===== config.mk =====
export PLATFORM = sky130hd
export DESIGN_NAME = soc_gpio
export DESIGN_NICKNAME = d
export VERILOG_FILES = /design/src/soc_pkg.sv /design/src/soc_gpio.sv
export VERILOG_INCLUDE_DIRS = /design/src
export SDC_FILE = /design/constraint.sdc
export NUM_CORES = 1
export LEC_CHECK = 0
export BUFFER_PORTS_ARGS = -buffer_cell sky130_fd_sc_hd__buf_2
export CAP_MARGIN = 20
export CORE_ASPECT_RATIO = 1.75
export CORE_MARGIN = 2
export CORE_UTILIZATION = 35
export CTS_BUF_LIST = sky130_fd_sc_hd__clkbuf_8
export CTS_CLUSTER_DIAMETER = 150
export DETAILED_ROUTE_END_ITERATION = 10
export PLACE_DENSITY = 0.56
export SLEW_MARGIN = 15
export SYNTH_ARGS = -nofsm -noshare
export SYNTH_HDL_FRONTEND = slang
export SYNTH_SLANG_ARGS = --single-unit

===== constraint.sdc =====
create_clock -name clk_i -period 2.9 [get_ports clk_i]
set_input_delay 0.29 -clock clk_i [delete_from_list [all_inputs] [get_ports clk_i]]
set_output_delay 0.29 -clock clk_i [all_outputs]
set_load 0.01 [all_outputs]

===== src/soc_settings.svh =====
`ifndef SOC_SETTINGS_SVH
`define SOC_SETTINGS_SVH

// ========================================
// Memory map
// ========================================
// Bases compared against the masked address
`define SOC_RAM_BASE            32'h8000_0000
`define SOC_CLINT_BASE          32'h3000_0000
`define SOC_PERIPH_BASE         32'h2000_0000

// Main RAM, 32-bit words
`define SOC_RAM_DEPTH           1024
`define SOC_RAM_LATENCY         4

// ========================================
// CLINT offsets, high word at offset + 4
// ========================================
`define SOC_CLINT_MSIP_OFF      16'h0000
`define SOC_CLINT_MTIMECMP_OFF  16'h4000
`define SOC_CLINT_MTIME_OFF     16'hBFF8

// ========================================
// GPIO
// ========================================
`define SOC_GPIO_W              32
`define SOC_GPIO_OUT_OFF        12'h000
`define SOC_GPIO_OE_OFF         12'h004
`define SOC_GPIO_IN_OFF         12'h008
`define SOC_GPIO_IP_OFF         12'h00C
`define SOC_GPIO_IE_OFF         12'h010

`endif


===== src/soc_pkg.sv =====
package soc_pkg;

  // ========================================
  // Bus structs
  // ========================================
  // CPU request, wstrb of zero is a read
  typedef struct packed {
    logic        valid;
    logic [31:0] addr;
    logic [31:0] wdata;
    logic [3:0]  wstrb;
  } bus_req_t;

  // Target response
  typedef struct packed {
    logic        valid;
    logic [31:0] rdata;
  } bus_rsp_t;

  // ========================================
  // Decode enums
  // ========================================
  typedef enum logic [1:0] {
    REGION_NONE,
    REGION_RAM,
    REGION_CLINT,
    REGION_PERIPH
  } region_e;

  // Peripheral slots, 4 KB each, addr[15:12]
  typedef enum logic [3:0] {
    SLOT_UART0 = 4'h0,
    SLOT_UART1 = 4'h1,
    SLOT_SPI0  = 4'h2,
    SLOT_I2C0  = 4'h3,
    SLOT_GPIO  = 4'h4,
    SLOT_PWM   = 4'h5,
    SLOT_TIMER = 4'h6,
    SLOT_PLIC  = 4'h7,
    SLOT_WDT   = 4'h8,
    SLOT_DMA   = 4'h9,
    SLOT_VGA   = 4'hD
  } periph_slot_e;

endpackage


===== src/soc_gpio.sv =====
`timescale 1ns/100ps
`include "soc_settings.svh"

module soc_gpio (
  input  logic                   clk_i,
  input  logic                   rst_ni,
  input  logic                   sel_i,
  input  soc_pkg::bus_req_t      req_i,
  output logic [31:0]            rdata_o,
  input  logic [`SOC_GPIO_W-1:0] gpio_i,
  output logic [`SOC_GPIO_W-1:0] gpio_o,
  output logic [`SOC_GPIO_W-1:0] gpio_oe_o,
  output logic                   irq_o
);

  import soc_pkg::*;

  localparam int W = `SOC_GPIO_W;

  logic [W-1:0] out_q, oe_q, ie_q, ip_q, in_q;
  logic [31:0]  bmask;
  logic [W-1:0] wmask, wval, rise, clr;
  logic [11:0]  off;
  logic         wr;

  assign off = req_i.addr[11:0];
  assign wr  = sel_i & (|req_i.wstrb);

  // Byte strobes widened to a bit mask
  assign bmask = {{8{req_i.wstrb[3]}}, {8{req_i.wstrb[2]}},
                  {8{req_i.wstrb[1]}}, {8{req_i.wstrb[0]}}};
  assign wmask = bmask[W-1:0];
  assign wval  = req_i.wdata[W-1:0];

  // Rising edge against the sampled copy
  assign rise = gpio_i & ~in_q;
  // Write one to clear pending bits
  assign clr  = (wr && off == `SOC_GPIO_IP_OFF) ? (wval & wmask) : '0;

  always_ff @(posedge clk_i or negedge rst_ni) begin
    if (!rst_ni) begin
      out_q <= '0;
      oe_q  <= '0;
      ie_q  <= '0;
      ip_q  <= '0;
      in_q  <= '0;
    end else begin
      in_q <= gpio_i;
      // New edge wins over the clear
      ip_q <= (ip_q & ~clr) | rise;
      if (wr && off == `SOC_GPIO_OUT_OFF) out_q <= (out_q & ~wmask) | (wval & wmask);
      if (wr && off == `SOC_GPIO_OE_OFF)  oe_q  <= (oe_q & ~wmask) | (wval & wmask);
      if (wr && off == `SOC_GPIO_IE_OFF)  ie_q  <= (ie_q & ~wmask) | (wval & wmask);
    end
  end

  // ========================================
  // Outputs and read mux
  // ========================================
  assign gpio_o    = out_q;
  assign gpio_oe_o = oe_q;
  assign irq_o     = |(ip_q & ie_q);

  always_comb begin
    case (off)
      `SOC_GPIO_OUT_OFF: rdata_o = 32'(out_q);
      `SOC_GPIO_OE_OFF:  rdata_o = 32'(oe_q);
      `SOC_GPIO_IN_OFF:  rdata_o = 32'(in_q);
      `SOC_GPIO_IP_OFF:  rdata_o = 32'(ip_q);
      `SOC_GPIO_IE_OFF:  rdata_o = 32'(ie_q);
      default:           rdata_o = '0;
    endcase
  end

endmodule


==> flow_metrics.tcl <==
set metrics [dict create \
    synth.avg_cell_area_sq_um 12.6 \
    fin_crit_sh_pct 86.9 \
    fmax_ghz 0.397 \
    clock-sinks 160 \
    grt_overflow_total 0 \
    clkPwrFrac_pct 38.5 \
    row_count 70 \
    p_sw_share_pct 26.3 \
    ys_types 36 \
    cts_resized 0 \
    async_flop_share_pct 100 \
    cap_viol_max_count 0 \
    status "finished, final reports clean" \
    p_switching_mw 1.11 \
    rsz0062_at_grt "false" \
    r2r_slack_ns 2.09 \
    syn-num-nets 693 \
    drv_slew 0 \
    grtUsageTotal_pct 21.2 \
    clockBufferDepth 2 \
    timing_worst_slew_pin_value_ns 0.711 \
    most-common-layout-cells "buf_2 (178), dfrtp_1 (160), mux2_2 (111), nand2_1 (59), a22o_1 (42)" \
    clk_pin_slew_ns 0.10 \
    path_class "input pin to output port" \
    crit_path_end_kind "output port" \
    grt_pass1_wl_microns 35400 \
    fp.dieH_microns 197 \
    post_drt_wl_per_cell_microns 21.6 \
    dr.first_iter.drc_count 400 \
    finalHoldViolations 0 \
    num_vias 5918 \
    fin_nets 923 \
    vdd_ir_drop_max_uv 297 \
    drc 0 \
    hold_class "input pin to flop" \
    power_density_mw_per_mm2 447 \
    relSlewSlack_pct 52.6 \
    drive_above_1_share_pct 44.7 \
    antenna_found_initial 2 \
    synth_cells 589 \
    setup_viol 0 \
    cts_setup_buffers 0 \
    synth_area_leader_cell "dfrtp_1" \
    coreArea_sq_mm 0.0208 \
    cts_buffers 17 \
    clock-root-buffer "clkbuf_8" \
    p_leak_nw 4.90 \
    power_frac_seq_pct 53.5 \
    path_cells "buf_2 > or4_1 > buf_4 > nor2_1 > and2_1 > buf_4 > a22o_1 > buf_2" \
    drt_first_pass_iters 6 \
    area_growth_pct 27.4 \
    cpPeakStageDelay_ns 0.61 \
    cp_top_family "simple AND/OR/NAND/NOR gates" \
    rr_worst_depth 1 \
    ys.flop_type "dfrtp_1" \
    gp_congestion 0.855 \
    min-delay-start "req_i[33]" \
    cellInternalPower_mw 3.12 \
    ys_ff_latch 160 \
    fin_crit_ns 2.52 \
    die_area_sq_mm 0.0225 \
    io_pins 201 \
    hold_buffers 33 \
    ys_warn_count 0 \
    clkLatencyLatePin_ns 0.46 \
    setup.worst_path.start_class "input pin" \
    place.port_buffers 179 \
    clock_skew_ns 0.0139 \
    grt_max_degree 74 \
    finalNonFillerCells 1087 \
    crit_buf_inv 4 \
    initial_utilization_pct 35.7 \
    cp_slowest_cell "or4_1" \
    yosysTopAreaCellShare_pct 53.9 \
    ys_seq_area_share_pct 53.9 \
    first_global_vias 6100 \
    cp.arrival_ns 2.23 \
    worst_hold_slack_ns 0.0984 \
    viasPerCell 5.44 \
    final_common_cell "buf_2" \
    syn-cell-area_sq_mm 0.00743 \
    final_antenna_net_count 0 \
    comb_power_share_pct 8.0 \
    synth_edf_count 0 \
    required_ns 2.61 \
    finalSetupTns_ns 0 \
    drt-total-wl_microns 23400 \
    path_max_fanout 14 \
    htreeDepth 4 \
    cts_tree "built" \
    hold_depth 2 \
    dp_hpwl_microns 17600 \
    fp.dieW_microns 114 \
    synth.area.top_cells "dfrtp_1 (54%), mux2_2 (17%), a22o_1 (4.9%)" \
    post-place-cells 1019 \
]
==> synth_stat cells, drive strengths merged (2+ instances only) <==
cell type,n
buf,11
dfrtp,160
a221oi,2
a222oi,11
nor4,10
a22oi,20
o22ai,3
mux4,11
a21oi,10
o21ai,18
nand3,5
clkbuf,15
nor2b,2
or4bb,4
nand4,4
inv,33
or4,3
nor2,31
nand2b,3
nor3,4
mux2i,8
a22o,42
nand2,59
mux2,114
==> power groups by stage <==
stage	sequential (mW)	combinational, mW	clock, mW
floorplan	2.31	0.123	0
global placement	2.31	0.298	0
detailed placement	2.31	0.307	0
CTS	2.27	0.343	1.69
global route	2.27	0.373	1.78
finish	2.27	0.339	1.63
==> logic make-up after synthesis <==
group | count (synthesis) | share of synthesized area (%)
AOI/OAI and AO/OA | 106 | 10.8
and+or+nand+nor | 131 | 10.5
buffers and inverters | 59 | 3.15
muxes | 133 | 21.7
DFF | 160 | 53.9
==> metrics by stage <==
step	worst slack, ns	utilization, %	power (mW)	instance area, sq um
3_5_place_dp	0.381	41.9	2.62	8740
6_report	0.381	45.4	4.24	9470
2_1_floorplan	0.575	-	2.43	7430
5_1_grt	0.335	45.4	4.42	9470
4_1_cts	0.383	45.4	4.30	9460
3_3_place_gp	0.406	41.9	2.61	8740
==> cell type report <==
class                   count  area, sq um
repair buffers            237         1430
diodes                      3         7.51
clock buffers              18          248
clock inverters            14          143
inverters                  33          124
multi-input cells         370         3190
flip-flops and latches    160         4000
well taps                 252          315
fillers                  2003        11400
==> worst max path at each step <==
stage / startpoint / end / slack, ns / cells after the start
floorplan: req_i[37] / rdata_o[22] / 0.58 / 5
global placement: req_i[37] / rdata_o[17] / 0.41 / 8
detailed placement: req_i[37] / flop / 0.38 / 6
CTS: req_i[37] / rdata_o[17] / 0.38 / 8
global route: req_i[37] / rdata_o[17] / 0.34 / 8
finish: req_i[37] / rdata_o[17] / 0.38 / 8
==> per-layer routing <==
metal | GRT usage, % | up-vias | share of wire, % | wire [microns]
met5 | 0 | - | 0 | 0
met4 | 7.68 | 0 | 2.4 | 563
met3 | 3.66 | 30 | 5.1 | 1190
met2 | 38.6 | 224 | 55 | 12800
met1 | 24.7 | 3029 | 38 | 8890
li1 | - | 2635 | - | -
No activity file was read; power rests on OpenSTA's default activity.
