## src/soc_settings.svh

```systemverilog
`ifndef SOC_SETTINGS_SVH
`define SOC_SETTINGS_SVH

// ========================================
// Memory map
// ========================================
// Bases compared against the masked address
`define SOC_RAM_BASE            32'h8000_0000
`define SOC_CLINT_BASE          32'h3000_0000
`define SOC_PERIPH_BASE         32'h2000_0000

// Main RAM, 32-bit words
`define SOC_RAM_DEPTH           1024
`define SOC_RAM_LATENCY         4

// ========================================
// CLINT offsets, high word at offset + 4
// ========================================
`define SOC_CLINT_MSIP_OFF      16'h0000
`define SOC_CLINT_MTIMECMP_OFF  16'h4000
`define SOC_CLINT_MTIME_OFF     16'hBFF8

// ========================================
// GPIO
// ========================================
`define SOC_GPIO_W              32
`define SOC_GPIO_OUT_OFF        12'h000
`define SOC_GPIO_OE_OFF         12'h004
`define SOC_GPIO_IN_OFF         12'h008
`define SOC_GPIO_IP_OFF         12'h00C
`define SOC_GPIO_IE_OFF         12'h010

`endif

```

## src/soc_pkg.sv

```systemverilog
package soc_pkg;

  // ========================================
  // Bus structs
  // ========================================
  // CPU request, wstrb of zero is a read
  typedef struct packed {
    logic        valid;
    logic [31:0] addr;
    logic [31:0] wdata;
    logic [3:0]  wstrb;
  } bus_req_t;

  // Target response
  typedef struct packed {
    logic        valid;
    logic [31:0] rdata;
  } bus_rsp_t;

  // ========================================
  // Decode enums
  // ========================================
  typedef enum logic [1:0] {
    REGION_NONE,
    REGION_RAM,
    REGION_CLINT,
    REGION_PERIPH
  } region_e;

  // Peripheral slots, 4 KB each, addr[15:12]
  typedef enum logic [3:0] {
    SLOT_UART0 = 4'h0,
    SLOT_UART1 = 4'h1,
    SLOT_SPI0  = 4'h2,
    SLOT_I2C0  = 4'h3,
    SLOT_GPIO  = 4'h4,
    SLOT_PWM   = 4'h5,
    SLOT_TIMER = 4'h6,
    SLOT_PLIC  = 4'h7,
    SLOT_WDT   = 4'h8,
    SLOT_DMA   = 4'h9,
    SLOT_VGA   = 4'hD
  } periph_slot_e;

endpackage

```

## src/soc_clint.sv

```systemverilog
`timescale 1ns/100ps
`include "soc_settings.svh"

module soc_clint (
  input  logic              clk_i,
  input  logic              rst_ni,
  input  logic              sel_i,
  input  soc_pkg::bus_req_t req_i,
  output logic [31:0]       rdata_o,
  output logic              timer_irq_o,
  output logic              sw_irq_o
);

  import soc_pkg::*;

  // High words sit one word above the base offset
  localparam logic [15:0] MTIMECMP_LO = `SOC_CLINT_MTIMECMP_OFF;
  localparam logic [15:0] MTIMECMP_HI = `SOC_CLINT_MTIMECMP_OFF + 16'h4;
  localparam logic [15:0] MTIME_LO    = `SOC_CLINT_MTIME_OFF;
  localparam logic [15:0] MTIME_HI    = `SOC_CLINT_MTIME_OFF + 16'h4;

  logic [63:0] mtime_q;
  logic [63:0] mtimecmp_q;
  logic        msip_q;
  logic [15:0] off;
  logic        wr;

  assign off = req_i.addr[15:0];
  // Any strobe counts as a full-word write
  assign wr  = sel_i & (|req_i.wstrb);

  // ========================================
  // Registers
  // ========================================
  always_ff @(posedge clk_i or negedge rst_ni) begin
    if (!rst_ni) begin
      mtime_q    <= '0;
      // All ones keeps the timer interrupt low
      mtimecmp_q <= '1;
      msip_q     <= 1'b0;
    end else begin
      // Free-running count
      mtime_q <= mtime_q + 64'd1;
      if (wr) begin
        case (off)
          `SOC_CLINT_MSIP_OFF: msip_q            <= req_i.wdata[0];
          MTIMECMP_LO:         mtimecmp_q[31:0]  <= req_i.wdata;
          MTIMECMP_HI:         mtimecmp_q[63:32] <= req_i.wdata;
          // Written half replaces the increment
          MTIME_LO:            mtime_q[31:0]     <= req_i.wdata;
          MTIME_HI:            mtime_q[63:32]    <= req_i.wdata;
          default:             ;
        endcase
      end
    end
  end

  // ========================================
  // Interrupts and read data
  // ========================================
  assign timer_irq_o = (mtime_q >= mtimecmp_q);
  assign sw_irq_o    = msip_q;

  always_comb begin
    case (off)
      `SOC_CLINT_MSIP_OFF: rdata_o = {31'b0, msip_q};
      MTIMECMP_LO:         rdata_o = mtimecmp_q[31:0];
      MTIMECMP_HI:         rdata_o = mtimecmp_q[63:32];
      MTIME_LO:            rdata_o = mtime_q[31:0];
      MTIME_HI:            rdata_o = mtime_q[63:32];
      // Unmapped offsets read zero
      default:             rdata_o = '0;
    endcase
  end

endmodule

```

## config.mk

```make
export PLATFORM = sky130hd
export DESIGN_NAME = soc_clint
export DESIGN_NICKNAME = d
export VERILOG_FILES = /design/src/soc_pkg.sv /design/src/soc_clint.sv
export VERILOG_INCLUDE_DIRS = /design/src
export SDC_FILE = /design/constraint.sdc
export NUM_CORES = 1
export LEC_CHECK = 0
export BUFFER_PORTS_ARGS = -buffer_cell sky130_fd_sc_hd__clkbuf_2
export CAP_MARGIN = 20
export CORE_ASPECT_RATIO = 1.25
export CORE_MARGIN = 4
export CORE_UTILIZATION = 49
export DETAILED_ROUTE_END_ITERATION = 10
export PLACE_DENSITY = 0.68
export SLEW_MARGIN = 20
export SYNTH_ARGS = -nofsm -noshare
export SYNTH_HDL_FRONTEND = slang
export SYNTH_SLANG_ARGS = --single-unit
```

## constraint.sdc

```tcl
create_clock -name clk_i -period 5.7 [get_ports clk_i]
set_input_delay 0.285 -clock clk_i [delete_from_list [all_inputs] [get_ports clk_i]]
set_output_delay 0.285 -clock clk_i [all_outputs]
set_load 0.05 [all_outputs]
```

==> metrics.txt <==
# TYPE chip_impl_metric gauge
chip_impl_metric{name="worstSkewPairLatency",unit="ns"} 0.43
chip_impl_metric{name="netSwitchingFraction",unit="%"} 23.1
chip_impl_metric{name="cts_buffers",unit=""} 17
chip_impl_info{name="cts_tree",value="built"} 1
chip_impl_metric{name="hpwl",unit="um"} 15100
chip_impl_info{name="hold_class",value="input port to flip-flop"} 1
chip_impl_metric{name="number_of_sinks_on_the_clock_net",unit=""} 129
chip_impl_metric{name="netlist-cell-type-count",unit=""} 43
chip_impl_metric{name="finalWeightedCongestion",unit=""} 0.813
chip_impl_metric{name="peakVddDrop",unit="mV"} 0.149
chip_impl_metric{name="slew_violations",unit=""} 0
chip_impl_info{name="cp-end-kind",value="flip-flop"} 1
chip_impl_metric{name="timing.clock.skew",unit="ns"} 0.0124
chip_impl_metric{name="yosysWarnings",unit=""} 0
chip_impl_metric{name="worst_slew_pin_slew",unit="ns"} 1.05
chip_impl_metric{name="grt_pass1_vias",unit=""} 7123
chip_impl_metric{name="synthesis.area",unit="mm^2"} 0.00834
chip_impl_metric{name="chipHeight",unit="um"} 154
chip_impl_metric{name="synthArstFlopShare",unit="%"} 100
chip_impl_metric{name="wl_per_cell",unit="um"} 17.9
chip_impl_metric{name="setup_violations",unit=""} 0
chip_impl_metric{name="synth_fp_nets",unit=""} 1041
chip_impl_metric{name="drt_first_iter_violations",unit=""} 341
chip_impl_metric{name="power.sequential.fraction",unit="%"} 44.2
chip_impl_metric{name="postLayoutSetupSlackWorst",unit="ns"} 2.07
chip_impl_metric{name="n_fill_cell",unit=""} 1539
chip_impl_metric{name="starting_density",unit="%"} 49.7
chip_impl_info{name="netlist_top_cells_area",value="dfstp_2, dfrtp_1, ha_1, mux2_2, a22oi_1"} 1
chip_impl_metric{name="cts_max_level",unit=""} 4
chip_impl_metric{name="power.clock.fraction",unit="%"} 49.3
chip_impl_metric{name="syn-instance-count",unit=""} 904
chip_impl_metric{name="intPower",unit="uW"} 1650
chip_impl_metric{name="fin_crit_share",unit="%"} 63.7
chip_impl_metric{name="layout_min_cycle_time",unit="ns"} 3.63
chip_impl_metric{name="gr-usage-all-layers",unit="%"} 23.6
chip_impl_metric{name="total_wire_length_after_detailed_routing",unit="um"} 21700
chip_impl_metric{name="worst_slew_margin_rel",unit="%"} 29.8
chip_impl_metric{name="postCtsSetupBuffers",unit=""} 0
chip_impl_metric{name="finish.net_count",unit=""} 1118
chip_impl_metric{name="top_level_ports",unit=""} 106
chip_impl_metric{name="synthToLayoutAreaGrowth",unit="%"} 14.7
chip_impl_metric{name="clk_pin_slew_worst_paths",unit="ns"} 0.06
chip_impl_metric{name="cp_data_required_time",unit="ns"} 5.98
chip_impl_metric{name="core_area",unit="mm^2"} 0.0168
chip_impl_metric{name="critical_path.max_fanout",unit=""} 16
chip_impl_metric{name="grt_start_max_net_pins",unit=""} 79
chip_impl_metric{name="detail_route.vias_per_cell",unit=""} 5.74
chip_impl_metric{name="synth.top_cell.area_share",unit="%"} 20.2
chip_impl_metric{name="crit_arrival",unit="ns"} 3.91
chip_impl_metric{name="detail_route.first_pass.iterations",unit=""} 5
chip_impl_info{name="cts_root_buffer",value="clkbuf_16"} 1
chip_impl_metric{name="syn-mean-instance-area",unit="um^2"} 9.22
chip_impl_metric{name="grt_remaining_overflow",unit=""} 0
chip_impl_metric{name="drive_above_1_share",unit="%"} 26.4
chip_impl_metric{name="die-width",unit="um"} 125
chip_impl_info{name="rsz0062_at_grt",value="false"} 1
chip_impl_metric{name="synth.yosys.seq_area_share",unit="%"} 39.7
chip_impl_metric{name="power.static_leakage",unit="uW"} 0.00416
chip_impl_info{name="synth_ff_type",value="dfrtp_1"} 1
chip_impl_metric{name="clockBufferDepth",unit=""} 2
chip_impl_metric{name="timing.hold.ws",unit="ns"} 0.118
chip_impl_metric{name="cap_violations",unit=""} 0
chip_impl_info{name="run_status",value="finished clean"} 1
chip_impl_metric{name="synth_enable_flop_cells",unit=""} 0
chip_impl_metric{name="total_power_per_unit_cell_area",unit="mW/mm^2"} 225
chip_impl_metric{name="final_antenna_net_count",unit=""} 0
chip_impl_metric{name="pre_cts_ws",unit="ns"} 2.11
chip_impl_info{name="synth_top_cell_by_area",value="dfstp_2"} 1
chip_impl_metric{name="antenna_found_initial",unit=""} 0
chip_impl_info{name="critPathLaunchType",value="flip-flop"} 1
chip_impl_metric{name="place.port_buffers",unit=""} 88
chip_impl_metric{name="postSynthRegisterBits",unit=""} 129
chip_impl_metric{name="design.die.area",unit="mm^2"} 0.0192
chip_impl_metric{name="share_comb_of_total_power",unit="%"} 6.5
chip_impl_metric{name="rows",unit=""} 53
chip_impl_info{name="synth_most_common_cell",value="nand2_1"} 1
chip_impl_info{name="critPathKind",value="flip-flop to flip-flop"} 1
chip_impl_metric{name="cts.repair.resized",unit=""} 0
chip_impl_metric{name="timing.final.hold_violations",unit=""} 0
chip_impl_metric{name="cts.hold.buffers_added",unit=""} 1
chip_impl_info{name="post_synth_most_frequent_cells",value="nand2_1, inv_1, dfrtp_1, ha_1, mux2_2"} 1
chip_impl_metric{name="max_clock_freq",unit="GHz"} 0.276
chip_impl_metric{name="wire_length_of_the_first_global_routing_pass",unit="um"} 36400
chip_impl_metric{name="vias",unit=""} 6965
chip_impl_metric{name="drc",unit=""} 0
chip_impl_metric{name="p_switching",unit="uW"} 496
chip_impl_metric{name="fin_tns_setup",unit="ns"} 0
chip_impl_metric{name="insertedDiodeCount",unit=""} 0
-- power groups by stage --
stage / logic, uW / registers (uW) / clock network (uW)
after CTS: 142 / 949 / 1080
after global routing: 159 / 951 / 1110
final: 140 / 949 / 1060
after floorplan: 67.5 / 958 / 0
after global placement: 138 / 963 / 0
after detailed placement: 140 / 963 / 0
-- final cells by class --
class,instances,area [um^2],area share (%)
multi-input combinational,653,4590,48.0
sequential,129,3310,34.6
timing repair buffer,97,513,5.36
clock buffer,25,485,5.08
inverter,83,312,3.26
tap,220,275,2.88
clock inverter,6,80.1,0.837
-- through the flow --
stage          util, %  instance area [um^2]  power, uW  std cells
2_1_floorplan        -                  8340       1030        904
3_5_place_dp      53.5                  8980       1100       1181
5_1_grt           57.0                  9560       2220       1213
3_3_place_gp      53.5                  8980       1100       1181
4_1_cts           57.0                  9560       2170       1213
6_report          57.0                  9560       2150       1213
-- routing by layer --
| metal | track usage [%] | routed length [um] |
|---|---|---|
| met1 | 29.0 | 9340 |
| met2 | 41.4 | 11000 |
| met3 | 4.03 | 786 |
| met4 | 8.98 | 577 |
| met5 | 0 | 0 |
-- layout by cell type, fill, tap and decap left out, drive strengths merged, types with 20 or more instances in the layout --
| cell type | instances |
|---|---|
| xnor2 | 45 |
| nand4 | 31 |
| inv | 83 |
| nor4 | 27 |
| a22oi | 64 |
| clkbuf | 112 |
| dfstp | 64 |
| nor2 | 51 |
| ha | 65 |
| o21ai | 41 |
| nor3 | 20 |
| dfrtp | 65 |
| nand3 | 29 |
| a21oi | 56 |
| nand2 | 99 |
| mux2 | 65 |
-- logic make-up after synthesis --
| logic type | synth area share, % |
|---|---|
| compound gates | 13.7 |
| xor+xnor | 6.41 |
| fa+ha+maj | 9.75 |
| buf+inv | 5.57 |
| flops | 39.7 |
| mux | 8.78 |
| simple gates | 16.1 |
-- flip-flops by register name, summed over array words and instances (netlist names) --
register    flops
sw_irq_o        1
mtimecmp_q     64
mtime_q        64
-- worst max-delay path, stage by stage, from the launching register on --
cell	delay [ns]
dfrtp_1	0.46
ha_1	0.23
nand3_1	0.20
nor3_1	0.79
nand3_1	0.97
nor4_1	0.57
xnor2_1	0.17
a21oi_1	0.08
-- path summary, 6_finish.rpt --
| path | startpoint | endpoint | slack, ns | cells after the start |
|---|---|---|---|---|
| setup / recovery | mtime_q[0] | mtime_q[50] | 2.07 | 7 |
| hold / removal | req_i[33] | mtime_q[29] | 0.12 | 3 |
| setup reg to reg | mtime_q[0] | mtime_q[50] | 2.07 | 7 |
| hold reg to reg | mtimecmp_q[63] | mtimecmp_q[63] | 0.50 | 2 |
| max in group asynchronous | rst_ni | mtime_q[43] | 3.81 | 3 |
| min in group asynchronous | rst_ni | mtime_q[0] | 0.43 | 2 |
Power figures use the tool's default switching activity.
