`config.mk`:
```
export PLATFORM = sky130hd
export DESIGN_NAME = soc_bus_fabric
export DESIGN_NICKNAME = d
export VERILOG_FILES = /design/src/soc_pkg.sv /design/src/soc_bus_fabric.sv
export VERILOG_INCLUDE_DIRS = /design/src
export SDC_FILE = /design/constraint.sdc
export NUM_CORES = 1
export LEC_CHECK = 0
export BUFFER_PORTS_ARGS = -buffer_cell sky130_fd_sc_hd__buf_2
export CORE_MARGIN = 10
export CORE_UTILIZATION = 22
export DETAILED_ROUTE_END_ITERATION = 10
export PLACE_DENSITY = 0.85
export SYNTH_ARGS = -nofsm -noshare
export SYNTH_HDL_FRONTEND = slang
export SYNTH_SLANG_ARGS = --single-unit
```
`constraint.sdc`:
```
create_clock -name vclk -period 1.1
set_clock_uncertainty 0.05 [all_clocks]
set_input_delay 0.11 -clock vclk [all_inputs]
set_output_delay 0.11 -clock vclk [all_outputs]
set_load 0.03 [all_outputs]
```
`src/soc_settings.svh`:
```
`ifndef SOC_SETTINGS_SVH
`define SOC_SETTINGS_SVH

// ========================================
// Memory map
// ========================================
// Bases compared against the masked address
`define SOC_RAM_BASE            32'h8000_0000
`define SOC_CLINT_BASE          32'h3000_0000
`define SOC_PERIPH_BASE         32'h2000_0000

// Main RAM, 32-bit words
`define SOC_RAM_DEPTH           1024
`define SOC_RAM_LATENCY         4

// ========================================
// CLINT offsets, high word at offset + 4
// ========================================
`define SOC_CLINT_MSIP_OFF      16'h0000
`define SOC_CLINT_MTIMECMP_OFF  16'h4000
`define SOC_CLINT_MTIME_OFF     16'hBFF8

// ========================================
// GPIO
// ========================================
`define SOC_GPIO_W              32
`define SOC_GPIO_OUT_OFF        12'h000
`define SOC_GPIO_OE_OFF         12'h004
`define SOC_GPIO_IN_OFF         12'h008
`define SOC_GPIO_IP_OFF         12'h00C
`define SOC_GPIO_IE_OFF         12'h010

`endif

```
`src/soc_pkg.sv`:
```
package soc_pkg;

  // ========================================
  // Bus structs
  // ========================================
  // CPU request, wstrb of zero is a read
  typedef struct packed {
    logic        valid;
    logic [31:0] addr;
    logic [31:0] wdata;
    logic [3:0]  wstrb;
  } bus_req_t;

  // Target response
  typedef struct packed {
    logic        valid;
    logic [31:0] rdata;
  } bus_rsp_t;

  // ========================================
  // Decode enums
  // ========================================
  typedef enum logic [1:0] {
    REGION_NONE,
    REGION_RAM,
    REGION_CLINT,
    REGION_PERIPH
  } region_e;

  // Peripheral slots, 4 KB each, addr[15:12]
  typedef enum logic [3:0] {
    SLOT_UART0 = 4'h0,
    SLOT_UART1 = 4'h1,
    SLOT_SPI0  = 4'h2,
    SLOT_I2C0  = 4'h3,
    SLOT_GPIO  = 4'h4,
    SLOT_PWM   = 4'h5,
    SLOT_TIMER = 4'h6,
    SLOT_PLIC  = 4'h7,
    SLOT_WDT   = 4'h8,
    SLOT_DMA   = 4'h9,
    SLOT_VGA   = 4'hD
  } periph_slot_e;

endpackage

```
`src/soc_bus_fabric.sv`:
```
`timescale 1ns/100ps
`include "soc_settings.svh"

module soc_bus_fabric (
  input  soc_pkg::bus_req_t req_i,
  input  soc_pkg::bus_rsp_t ram_rsp_i,
  input  logic [31:0]       clint_rdata_i,
  input  logic [31:0]       gpio_rdata_i,
  output logic              ram_sel_o,
  output logic              clint_sel_o,
  output logic              gpio_sel_o,
  output soc_pkg::bus_rsp_t rsp_o
);

  import soc_pkg::*;

  // RAM decodes on the top bit only
  localparam logic [31:0] RAM_MASK    = 32'h8000_0000;
  // CLINT and peripherals decode on the top nibble
  localparam logic [31:0] REGION_MASK = 32'hF000_0000;

  region_e      region;
  periph_slot_e slot;

  // ========================================
  // Region decode
  // ========================================
  always_comb begin
    region = REGION_NONE;
    if (req_i.valid) begin
      // RAM has priority over the nibble matches
      if ((req_i.addr & RAM_MASK) == `SOC_RAM_BASE) begin
        region = REGION_RAM;
      end else if ((req_i.addr & REGION_MASK) == `SOC_CLINT_BASE) begin
        region = REGION_CLINT;
      end else if ((req_i.addr & REGION_MASK) == `SOC_PERIPH_BASE) begin
        region = REGION_PERIPH;
      end
    end
  end

  // Slot number inside the peripheral region
  assign slot = periph_slot_e'(req_i.addr[15:12]);

  // Target selects
  assign ram_sel_o   = (region == REGION_RAM);
  assign clint_sel_o = (region == REGION_CLINT);
  // Only the GPIO slot is populated
  assign gpio_sel_o  = (region == REGION_PERIPH) && (slot == SLOT_GPIO);

  // ========================================
  // Response mux
  // ========================================
  always_comb begin
    rsp_o = '0;
    case (region)
      // RAM carries its own delayed valid
      REGION_RAM: begin
        rsp_o = ram_rsp_i;
      end
      // Same-cycle answer
      REGION_CLINT: begin
        rsp_o.valid = 1'b1;
        rsp_o.rdata = clint_rdata_i;
      end
      REGION_PERIPH: begin
        rsp_o.valid = 1'b1;
        // Empty slots read as zero
        if (slot == SLOT_GPIO) begin
          rsp_o.rdata = gpio_rdata_i;
        end
      end
      // Unmapped, no response
      default: begin
        rsp_o = '0;
      end
    endcase
  end

endmodule

```
==> results of run 1 <==
-- how the worst min path moves through the flow --
stage,startpoint,endpoint,cells after the start
finish,ram_rsp_i[5],rsp_o[5],4
detailed placement,gpio_rdata_i[22],rsp_o[22],4
global route,ram_rsp_i[11],rsp_o[11],4
global placement,ram_rsp_i[11],rsp_o[11],4
CTS,ram_rsp_i[5],rsp_o[5],4
floorplan,gpio_rdata_i[20],rsp_o[20],2
-- where the power goes --
part	switching, mW	total (mW)	leakage [nW]	internal [mW]
clock network	0	0	0	0
logic	0.436	0.844	1.11	0.408
registers	0	0	0	0
-- cells in the final DEF, fill, tap and decap left out, types with 3 or more instances in the layout --
| master | count |
|---|---|
| a32oi_2 | 16 |
| o21ai_2 | 22 |
| buf_6 | 37 |
| buf_12 | 7 |
| nand2_1 | 18 |
| clkbuf_16 | 3 |
| a32oi_4 | 4 |
| nand2_4 | 11 |
| buf_4 | 6 |
| o21ai_4 | 10 |
| buf_2 | 104 |
| nand2_2 | 4 |
| buf_16 | 3 |
| a32oi_1 | 12 |
-- Yosys cell counts --
cell type	count
clkbuf_1	4
nor3b_1	1
nor4_4	1
and2_1	2
nand2_1	32
buf_2	8
buf_6	6
and4bb_4	1
a21oi_1	1
nor2b_1	1
o21ai_0	2
a32oi_1	32
o21ai_1	30
nand2_2	1
and3_1	1
-- metal layers --
metal / wire length [um] / global-route usage, % / share of wire, %
met1: 2290 / 19.1 / 36
met2: 3430 / 32.3 / 54
met3: 601 / 5.52 / 9.5
met4: 0 / 0.896 / 0
met5: 0 / 0 / 0
-- cell families (layout without fill, tap and decap cells) --
kind of cell	Yosys count	in the layout	synth area share, %
AO/OA/AOI/OAI	65	65	58.3
buffers and inverters	18	160	16.0
AND/OR/NAND/NOR	40	40	25.7
-- area by class of cell --
| cell class | count | share of cell area [%] |
|---|---|---|
| Timing Repair Buffer | 160 | 51.9 |
| Multi-Input combinational cell | 105 | 45.8 |
| Tap cell | 46 | 2.33 |
-- through the flow --
step                      total power [mW]  instance area (um^2)  setup TNS (ps)
after CTS                            0.787                  2280           -8230
after global routing                 0.892                  2470          -10150
after detailed placement             0.650                  1880           -9820
after global placement               0.639                  1880           -9150
final                                0.844                  2470           -8810
after floorplan                      0.343                  1110           -3580
-- tightest hold or removal path, cell delays in order --
cell and delay, ps:
buf_2 80, a32oi_1 50, o21ai_2 60, buf_6 120
-- timing repair --
action                                  CTS  global route
gates cloned                              3             3
setup buffers                             3             0
pin swaps                                 2            13
resized for setup                        80            20
endpoints found under the setup margin   34            35
hold buffers                              0             0
==> reports/qor.txt, run 1 <==
DETAILED ROUTING
----------------------------------------------------------------------------------------
Number of iterations in the first detailed-routing pass ...................            4
Number of nets with antenna violations after detailed routing .............            0
Via-per-instance ratio ....................................................         5.37
Wire length per cell ......................................................      20.3 um
First-iteration detailed-routing DRC count ................................           69
Routed via count ..........................................................        1,670
Total DRC errors in the routed layout .....................................            0
Detailed-route wire length ................................................      6.33 mm

CRITICAL PATH
----------------------------------------------------------------------------------------
Critical-path cell list ................................................... buf_2 -> and4bb_4 -> buf_12 -> clkbuf_16 -> nand2_4 -> o21ai_2 -> buf_6
Worst setup path startpoint ...............................................    req_i[67]
Classification of the worst setup path ....................................       in2out
Crit-path slowest cell ....................................................     and4bb_4
Category of cells accounting for the largest share of critical-path delay . buffers and inverters
Bufs and invs on worst path ...............................................            4
Crit start category .......................................................    input pin
Number of cells on the critical path ......................................            7
End point of the critical path ............................................    rsp_o[17]
CP max stage delay ........................................................       320 ps
Arrival time of the worst setup path ......................................      1240 ps
CP endpoint kind ..........................................................  output port
Critical Path RT ..........................................................       940 ps
Largest driver fanout on the critical path ................................            8

WORST HOLD PATH
----------------------------------------------------------------------------------------
Hold Crit Class ...........................................................       in2out

GLOBAL ROUTE
----------------------------------------------------------------------------------------
Global-route wire length before repair ....................................      9.13 mm
Total routing usage reported by global routing ............................        17.1%
Initial antenna violation count ...........................................            0
Largest net degree at the start of global routing .........................           23
Congestion Overflow GR ....................................................            0
Vias in the first global route ............................................        1,798

CELLS AND AREA
----------------------------------------------------------------------------------------
Clk_buf instances .........................................................            0
Utilization after layout ..................................................        73.9%
Fill count ................................................................          248
ANT cells .................................................................            0
Multi-input combinational cell area ....................................... 0.00113 mm^2
Area growth from synthesis to layout ......................................         223%
Sequential cell area ......................................................       0 um^2
Layout sequential cell count ..............................................            0
Layout cell share with drive strength beyond 1 ............................        87.5%
Post-layout nets ..........................................................          433
Post-layout instance count excluding filler cells .........................          311

PLACEMENT
----------------------------------------------------------------------------------------
DP HPWL ...................................................................      4.45 mm
Placed insts ..............................................................          302
Number of input and output port buffers inserted ..........................          142
Last weighted congestion value of the routability-driven placer ...........        0.839
Placement-stage worst setup slack .........................................      -333 ps

SYNTHESIS
----------------------------------------------------------------------------------------
Top-area cell type share of the netlist area ..............................        36.7%
Sequential-to-total area share from yosys stat ............................           0%
Synthesized cell area .....................................................     764 um^2
Synth Instances ...........................................................          123
Synthesized area divided by synthesized cell count ........................    6.22 um^2
Cell variety after synth ..................................................           15
Net count of the mapped netlist ...........................................          289
Leading cell types by total area after synthesis .......................... a32oi_1 (37%), o21ai_1 (20%), nand2_1 (16%), buf_6 (8.8%), buf_2 (5.2%)
Synth warn ................................................................            0
Cell accounting for the most synthesized area .............................      a32oi_1

STA
----------------------------------------------------------------------------------------
Slew at the pin closest to its max-slew limit .............................       328 ps
Fmax ......................................................................      715 MHz
Final hold violation count ................................................            0
Final period demand of the worst path .....................................      1400 ps
Setup-violating endpoint count in the final report ........................           34
Setup repair after global routing missed its margin .......................         true
Setup ws final ............................................................      -298 ps
Relative slew slack .......................................................        78.1%
Pins Over Slew Limit ......................................................            0
Worst hold slack across all endpoints .....................................       485 ps
Part of the cycle the worst path needs ....................................         127%

FLOORPLAN
----------------------------------------------------------------------------------------
Die height ................................................................      79.0 um
# rows ....................................................................           21
Count of pins on the block boundary .......................................          202
DIE WIDTH .................................................................      79.0 um
Overall die area .......................................................... 0.00623 mm^2
Initial Util ..............................................................        22.9%
Core footprint ............................................................ 0.00334 mm^2

POWER AND IR DROP
----------------------------------------------------------------------------------------
PD cells ..................................................................  342 mW/mm^2
Worst supply voltage drop on vdd ..........................................     0.220 mV
Static leakage ............................................................      1.11 nW

JOB
----------------------------------------------------------------------------------------
Max Cap Violations ........................................................            0

OUTCOME
----------------------------------------------------------------------------------------
Outcome ................................................................... complete, but fails checks
Failing checks ............................................................ setup timing

Note: power is estimated with default switching activity, not from simulation.
==> inputs of run 2 (changes only) <==
Settings changed: PLACE_DENSITY 0.85 to 0.95.
==> run 2 against run 1 <==
Net effect:
- the flow still finishes with violations (setup timing)
- utilization is 4.0 points higher
- first-iteration DRC count up 2.9%
- hold slack improved by 7.0 ps
- die area unchanged
- combinational power rose by 5.8%
- power increased by 5.8%
- critical path type unchanged
==> reports/qor.txt, run 2 (synthesis gave the netlist of run 1 again) <==
GLOBAL ROUTE
----------------------------------------------------------------------------------------
Global-route wire length before repair ....................................      9.56 mm
Largest net degree at the start of global routing .........................           21
Initial antenna violation count ...........................................            0
Total routing usage reported by global routing ............................        18.2%
Vias in the first global route ............................................        1,853
Congestion Overflow GR ....................................................            0

FLOORPLAN
----------------------------------------------------------------------------------------
Overall die area .......................................................... 0.00623 mm^2
Count of pins on the block boundary .......................................          202
Core footprint ............................................................ 0.00334 mm^2
Initial Util ..............................................................        22.9%
Die height ................................................................      79.0 um
DIE WIDTH .................................................................      79.0 um
# rows ....................................................................           21

DETAILED ROUTING
----------------------------------------------------------------------------------------
Detailed-route wire length ................................................      6.68 mm
Number of nets with antenna violations after detailed routing .............            0
Routed via count ..........................................................        1,675
Via-per-instance ratio ....................................................         5.33
Wire length per cell ......................................................      21.3 um
First-iteration detailed-routing DRC count ................................           71
Number of iterations in the first detailed-routing pass ...................            4
Total DRC errors in the routed layout .....................................            0

CRITICAL PATH
----------------------------------------------------------------------------------------
CP max stage delay ........................................................       360 ps
Category of cells accounting for the largest share of critical-path delay . buffers and inverters
Worst setup path startpoint ...............................................    req_i[67]
Critical Path RT ..........................................................       940 ps
Largest driver fanout on the critical path ................................            7
Crit-path slowest cell ....................................................     and4bb_4
Bufs and invs on worst path ...............................................            4
Classification of the worst setup path ....................................       in2out
CP endpoint kind ..........................................................  output port
Arrival time of the worst setup path ......................................      1260 ps
Crit start category .......................................................    input pin
Critical-path cell list ................................................... buf_6 -> and4bb_4 -> buf_12 -> buf_12 -> a32oi_2 -> o21ai_2 -> buf_6

PLACEMENT
----------------------------------------------------------------------------------------
Number of input and output port buffers inserted ..........................          142
Last weighted congestion value of the routability-driven placer ...........        0.761
DP HPWL ...................................................................      4.53 mm
Dpl cell area ............................................................. 0.00188 mm^2

CELLS AND AREA
----------------------------------------------------------------------------------------
Layout cell share with drive strength beyond 1 ............................        89.6%
Post-route standard cell area excluding fillers ........................... 0.00260 mm^2
Clk_buf instances .........................................................            0
Area growth from synthesis to layout ......................................         240%
Fill count ................................................................          220
ANT cells .................................................................            0
Sequential cell area ......................................................       0 um^2
Commonest non-fill, non-tap cells in the layout ........................... buf_2 (101), buf_6 (40), o21ai_2 (20)
Post-layout nets ..........................................................          436
Utilization after layout ..................................................        78.0%
Layout sequential cell count ..............................................            0
Most frequent standard cell in the layout excluding fill and tap cells ....        buf_2

STA
----------------------------------------------------------------------------------------
Worst hold slack across all endpoints .....................................       492 ps
Setup ws final ............................................................      -321 ps
Relative slew slack .......................................................        79.7%
Setup-violating endpoint count in the final report ........................           34
Pins Over Slew Limit ......................................................            0
Setup repair after global routing missed its margin .......................         true
Fmax ......................................................................      704 MHz
Part of the cycle the worst path needs ....................................         129%
Final period demand of the worst path .....................................      1420 ps
Final hold violation count ................................................            0
Slew at the pin closest to its max-slew limit .............................       305 ps

CLOCKING
----------------------------------------------------------------------------------------
CTS hold repair buffers ...................................................            0

POWER AND IR DROP
----------------------------------------------------------------------------------------
PD cells ..................................................................  343 mW/mm^2
Worst supply voltage drop on vdd ..........................................     0.168 mV
Total Power Consumption ...................................................     0.893 mW
Static leakage ............................................................      1.16 nW

JOB
----------------------------------------------------------------------------------------
Max Cap Violations ........................................................            0

WORST HOLD PATH
----------------------------------------------------------------------------------------
Number of cells on the worst hold path ....................................            4
Hold Crit Start ........................................................... ram_rsp_i[11]
Worst min-delay path endpoint .............................................    rsp_o[11]
Hold Crit Class ...........................................................       in2out

OUTCOME
----------------------------------------------------------------------------------------
Failing checks ............................................................ setup timing
Outcome ................................................................... complete, but fails checks

[run 2: cell count changes in the layout (fill, tap and decap cells not counted), moves of 2 or more]
cell | before | now
a32oi_2 | 16 | 13
buf_4 | 6 | 10
o21ai_2 | 22 | 20
buf_2 | 104 | 101
nand2_4 | 11 | 15
o21ai_4 | 10 | 12
buf_6 | 37 | 40
nand2_1 | 18 | 14
a32oi_4 | 4 | 8
[run 2: worst max path at each step]
stage,slack (ps),cells past startpoint,end
final,-320,7,rsp_o[21]
after global routing,-350,7,rsp_o[8]
after CTS,-280,7,rsp_o[3]
after detailed placement,-340,6,rsp_o[4]
after global placement,-300,6,rsp_o[4]
after floorplan,-150,4,rsp_o[10]
[run 2: where the power goes]
part           total [mW]  leakage [nW]  switching (mW)  internal, mW
registers               0             0               0             0
clock network           0             0               0             0
logic               0.893          1.16           0.467         0.427
[run 2: metrics by stage]
| step | TNS [ps] | setup WS, ps | cells |
|---|---|---|---|
| after floorplan | -3580 | -146 | 123 |
| after global placement | -8770 | -303 | 306 |
| after detailed placement | -9760 | -340 | 306 |
| after CTS | -8530 | -280 | 312 |
| after global routing | -10480 | -350 | 314 |
| final | -9360 | -321 | 314 |
[run 2: layer usage]
metal  GRT usage, %  wire length (um)
met5              0                 0
met4           1.25               131
met3           5.52               524
met2           34.8              3520
met1           19.9              2510
[run 2: tightest hold or removal path: stages]
cell     delay [ps]
buf_2            80
a32oi_1          60
o21ai_2          60
buf_6           130
[run 2: repair_timing]
action | 4_1_cts | 5_1_grt
gates resized for setup | 97 | 27
gates cloned | 4 | 2
setup endpoints to repair | 34 | 35
setup buffers | 2 | 1
pin swaps | 14 | 21
[run 2: layout make-up]
| cell class | count | area, um^2 | share of cell area [%] |
|---|---|---|---|
| multi-input combinational | 105 | 1230 | 47.4 |
| tap | 46 | 57.6 | 2.21 |
| timing repair buffer | 163 | 1310 | 50.4 |
==> inputs of run 3 (changes only) <==
Settings changed: CELL_PAD_IN_SITES_DETAIL_PLACEMENT from default to 0, CELL_PAD_IN_SITES_GLOBAL_PLACEMENT from default to 2, CORE_UTILIZATION 22 to 10.
==> run 3 against run 2 <==
Net effect:
- the flow still finishes with violations (setup timing)
- die area up 85%
- wire length down 4.1%
- hold slack got worse by 6.2 ps
- setup slack improved by 17 ps
- global-route usage down 8.4 points
- flip-flop and latch count stayed put
==> reports/qor.txt, run 3 (synthesis gave the netlist of run 1 again) <==
DETAILED ROUTING
-------------------------------------------------------------------------------------
Via-per-instance ratio .................................................         4.43
Wire length per cell ...................................................      17.5 um
First-iteration detailed-routing DRC count .............................           51
Routed via count .......................................................        1,617
Number of nets with antenna violations after detailed routing ..........            0
Detailed-route wire length .............................................      6.40 mm
Number of iterations in the first detailed-routing pass ................            4
Total DRC errors in the routed layout ..................................            0

CELLS AND AREA
-------------------------------------------------------------------------------------
Layout cell share with drive strength beyond 1 .........................        89.8%
Most frequent standard cell in the layout excluding fill and tap cells .        buf_2
Post-layout instance count excluding filler cells ......................          365
Commonest non-fill, non-tap cells in the layout ........................ buf_2 (103), buf_6 (41), o21ai_2 (22)
Post-layout nets .......................................................          434
Post-route standard cell area excluding fillers ........................ 0.00257 mm^2
ANT cells ..............................................................            0
Multi-input combinational cell area .................................... 0.00116 mm^2
Sequential cell area ...................................................       0 um^2
Layout sequential cell count ...........................................            0
Clk_buf instances ......................................................            0
Utilization after layout ...............................................        35.1%
Fill count .............................................................          764
Area growth from synthesis to layout ...................................         236%

PLACEMENT
-------------------------------------------------------------------------------------
Dpl cell area .......................................................... 0.00196 mm^2
Placed insts ...........................................................          357
Number of input and output port buffers inserted .......................          142
Last weighted congestion value of the routability-driven placer ........        0.729
DP HPWL ................................................................      4.82 mm
Placement-stage worst setup slack ......................................      -373 ps

FLOORPLAN
-------------------------------------------------------------------------------------
# rows .................................................................           31
Core footprint ......................................................... 0.00733 mm^2
Die height .............................................................       107 um
Initial Util ...........................................................        10.4%
Overall die area .......................................................  0.0115 mm^2
DIE WIDTH ..............................................................       107 um
Count of pins on the block boundary ....................................          202

CRITICAL PATH
-------------------------------------------------------------------------------------
End point of the critical path .........................................    rsp_o[13]
Largest driver fanout on the critical path .............................            5
Worst setup path startpoint ............................................    req_i[67]
Classification of the worst setup path .................................       in2out
Critical Path RT .......................................................       940 ps
CP endpoint kind .......................................................  output port
Crit start category ....................................................    input pin
Arrival time of the worst setup path ...................................      1240 ps

POWER AND IR DROP
-------------------------------------------------------------------------------------
Worst supply voltage drop on vdd .......................................     0.105 mV
Static leakage .........................................................      1.13 nW
Total Power Consumption ................................................     0.851 mW
PD cells ...............................................................  331 mW/mm^2

STA
-------------------------------------------------------------------------------------
Relative slew slack ....................................................        82.0%
Final total negative setup slack .......................................     -8980 ps
Final period demand of the worst path ..................................      1400 ps
Final hold violation count .............................................            0
Setup ws final .........................................................      -304 ps
Pins Over Slew Limit ...................................................            0
Slew at the pin closest to its max-slew limit ..........................       269 ps
Part of the cycle the worst path needs .................................         128%
Worst hold slack across all endpoints ..................................       485 ps
Fmax ...................................................................      712 MHz
Setup-violating endpoint count in the final report .....................           34
Setup repair after global routing missed its margin ....................         true

JOB
-------------------------------------------------------------------------------------
Max Cap Violations .....................................................            0

WORST HOLD PATH
-------------------------------------------------------------------------------------
Hold Crit Class ........................................................       in2out

GLOBAL ROUTE
-------------------------------------------------------------------------------------
Congestion Overflow GR .................................................            0
Vias in the first global route .........................................        1,809
Total routing usage reported by global routing .........................        9.77%
Global-route wire length before repair .................................      9.43 mm
Initial antenna violation count ........................................            0
Largest net degree at the start of global routing ......................           22

CLOCKING
-------------------------------------------------------------------------------------
CTS hold repair buffers ................................................            0

OUTCOME
-------------------------------------------------------------------------------------
Outcome ................................................................ complete, but fails checks
Failing checks ......................................................... setup timing

[run 3: changes by cell type in the layout (fill, tap and decap cells not counted), moves of 3 or more]
cell     before  now
buf_4        10    5
a32oi_2      13   16
nand2_2       4    8
a32oi_4       8    4
[run 3: how the worst min path moves through the flow]
stage	slack [ps]	end	from	cells past startpoint
6_report	490	rsp_o[6]	ram_rsp_i[6]	4
5_1_grt	500	rsp_o[10]	ram_rsp_i[10]	4
4_1_cts	490	rsp_o[29]	ram_rsp_i[29]	4
3_5_place_dp	540	rsp_o[5]	gpio_rdata_i[5]	4
3_3_place_gp	530	rsp_o[28]	gpio_rdata_i[28]	4
2_1_floorplan	300	rsp_o[20]	gpio_rdata_i[20]	2
[run 3: cell type report]
| type | count | share of cell area (%) |
|---|---|---|
| Timing Repair Buffer | 161 | 50.1 |
| Multi-Input combinational cell | 105 | 45.1 |
| Tap cell | 99 | 4.82 |
[run 3: per-layer routing]
layer	vias to the layer above	part of all wire (%)	wire length, um	track usage [%]
li1	781	-	-	-
met4	0	0.48	31	0.382
met1	757	34	2210	9.85
met3	2	11	721	4.43
met2	77	54	3440	18.8
met5	-	0	0	0
[run 3: report_power, final]
| group | switching [mW] | internal (mW) | total (mW) |
|---|---|---|---|
| Clock | 0 | 0 | 0 |
| Combinational | 0.435 | 0.416 | 0.851 |
| Sequential | 0 | 0 | 0 |
[run 3: repair_timing]
item | CTS | global route
pin swaps | 5 | 18
resized for setup | 89 | 29
cloned | 4 | 2
setup endpoints to repair | 34 | 35
setup buffers | 3 | 0
[run 3: critical path, stage by stage]
cell	delay (ps)
buf_6	90
and4bb_4	400
buf_12	160
clkbuf_16	160
nand2_1	60
o21ai_2	120
buf_6	150
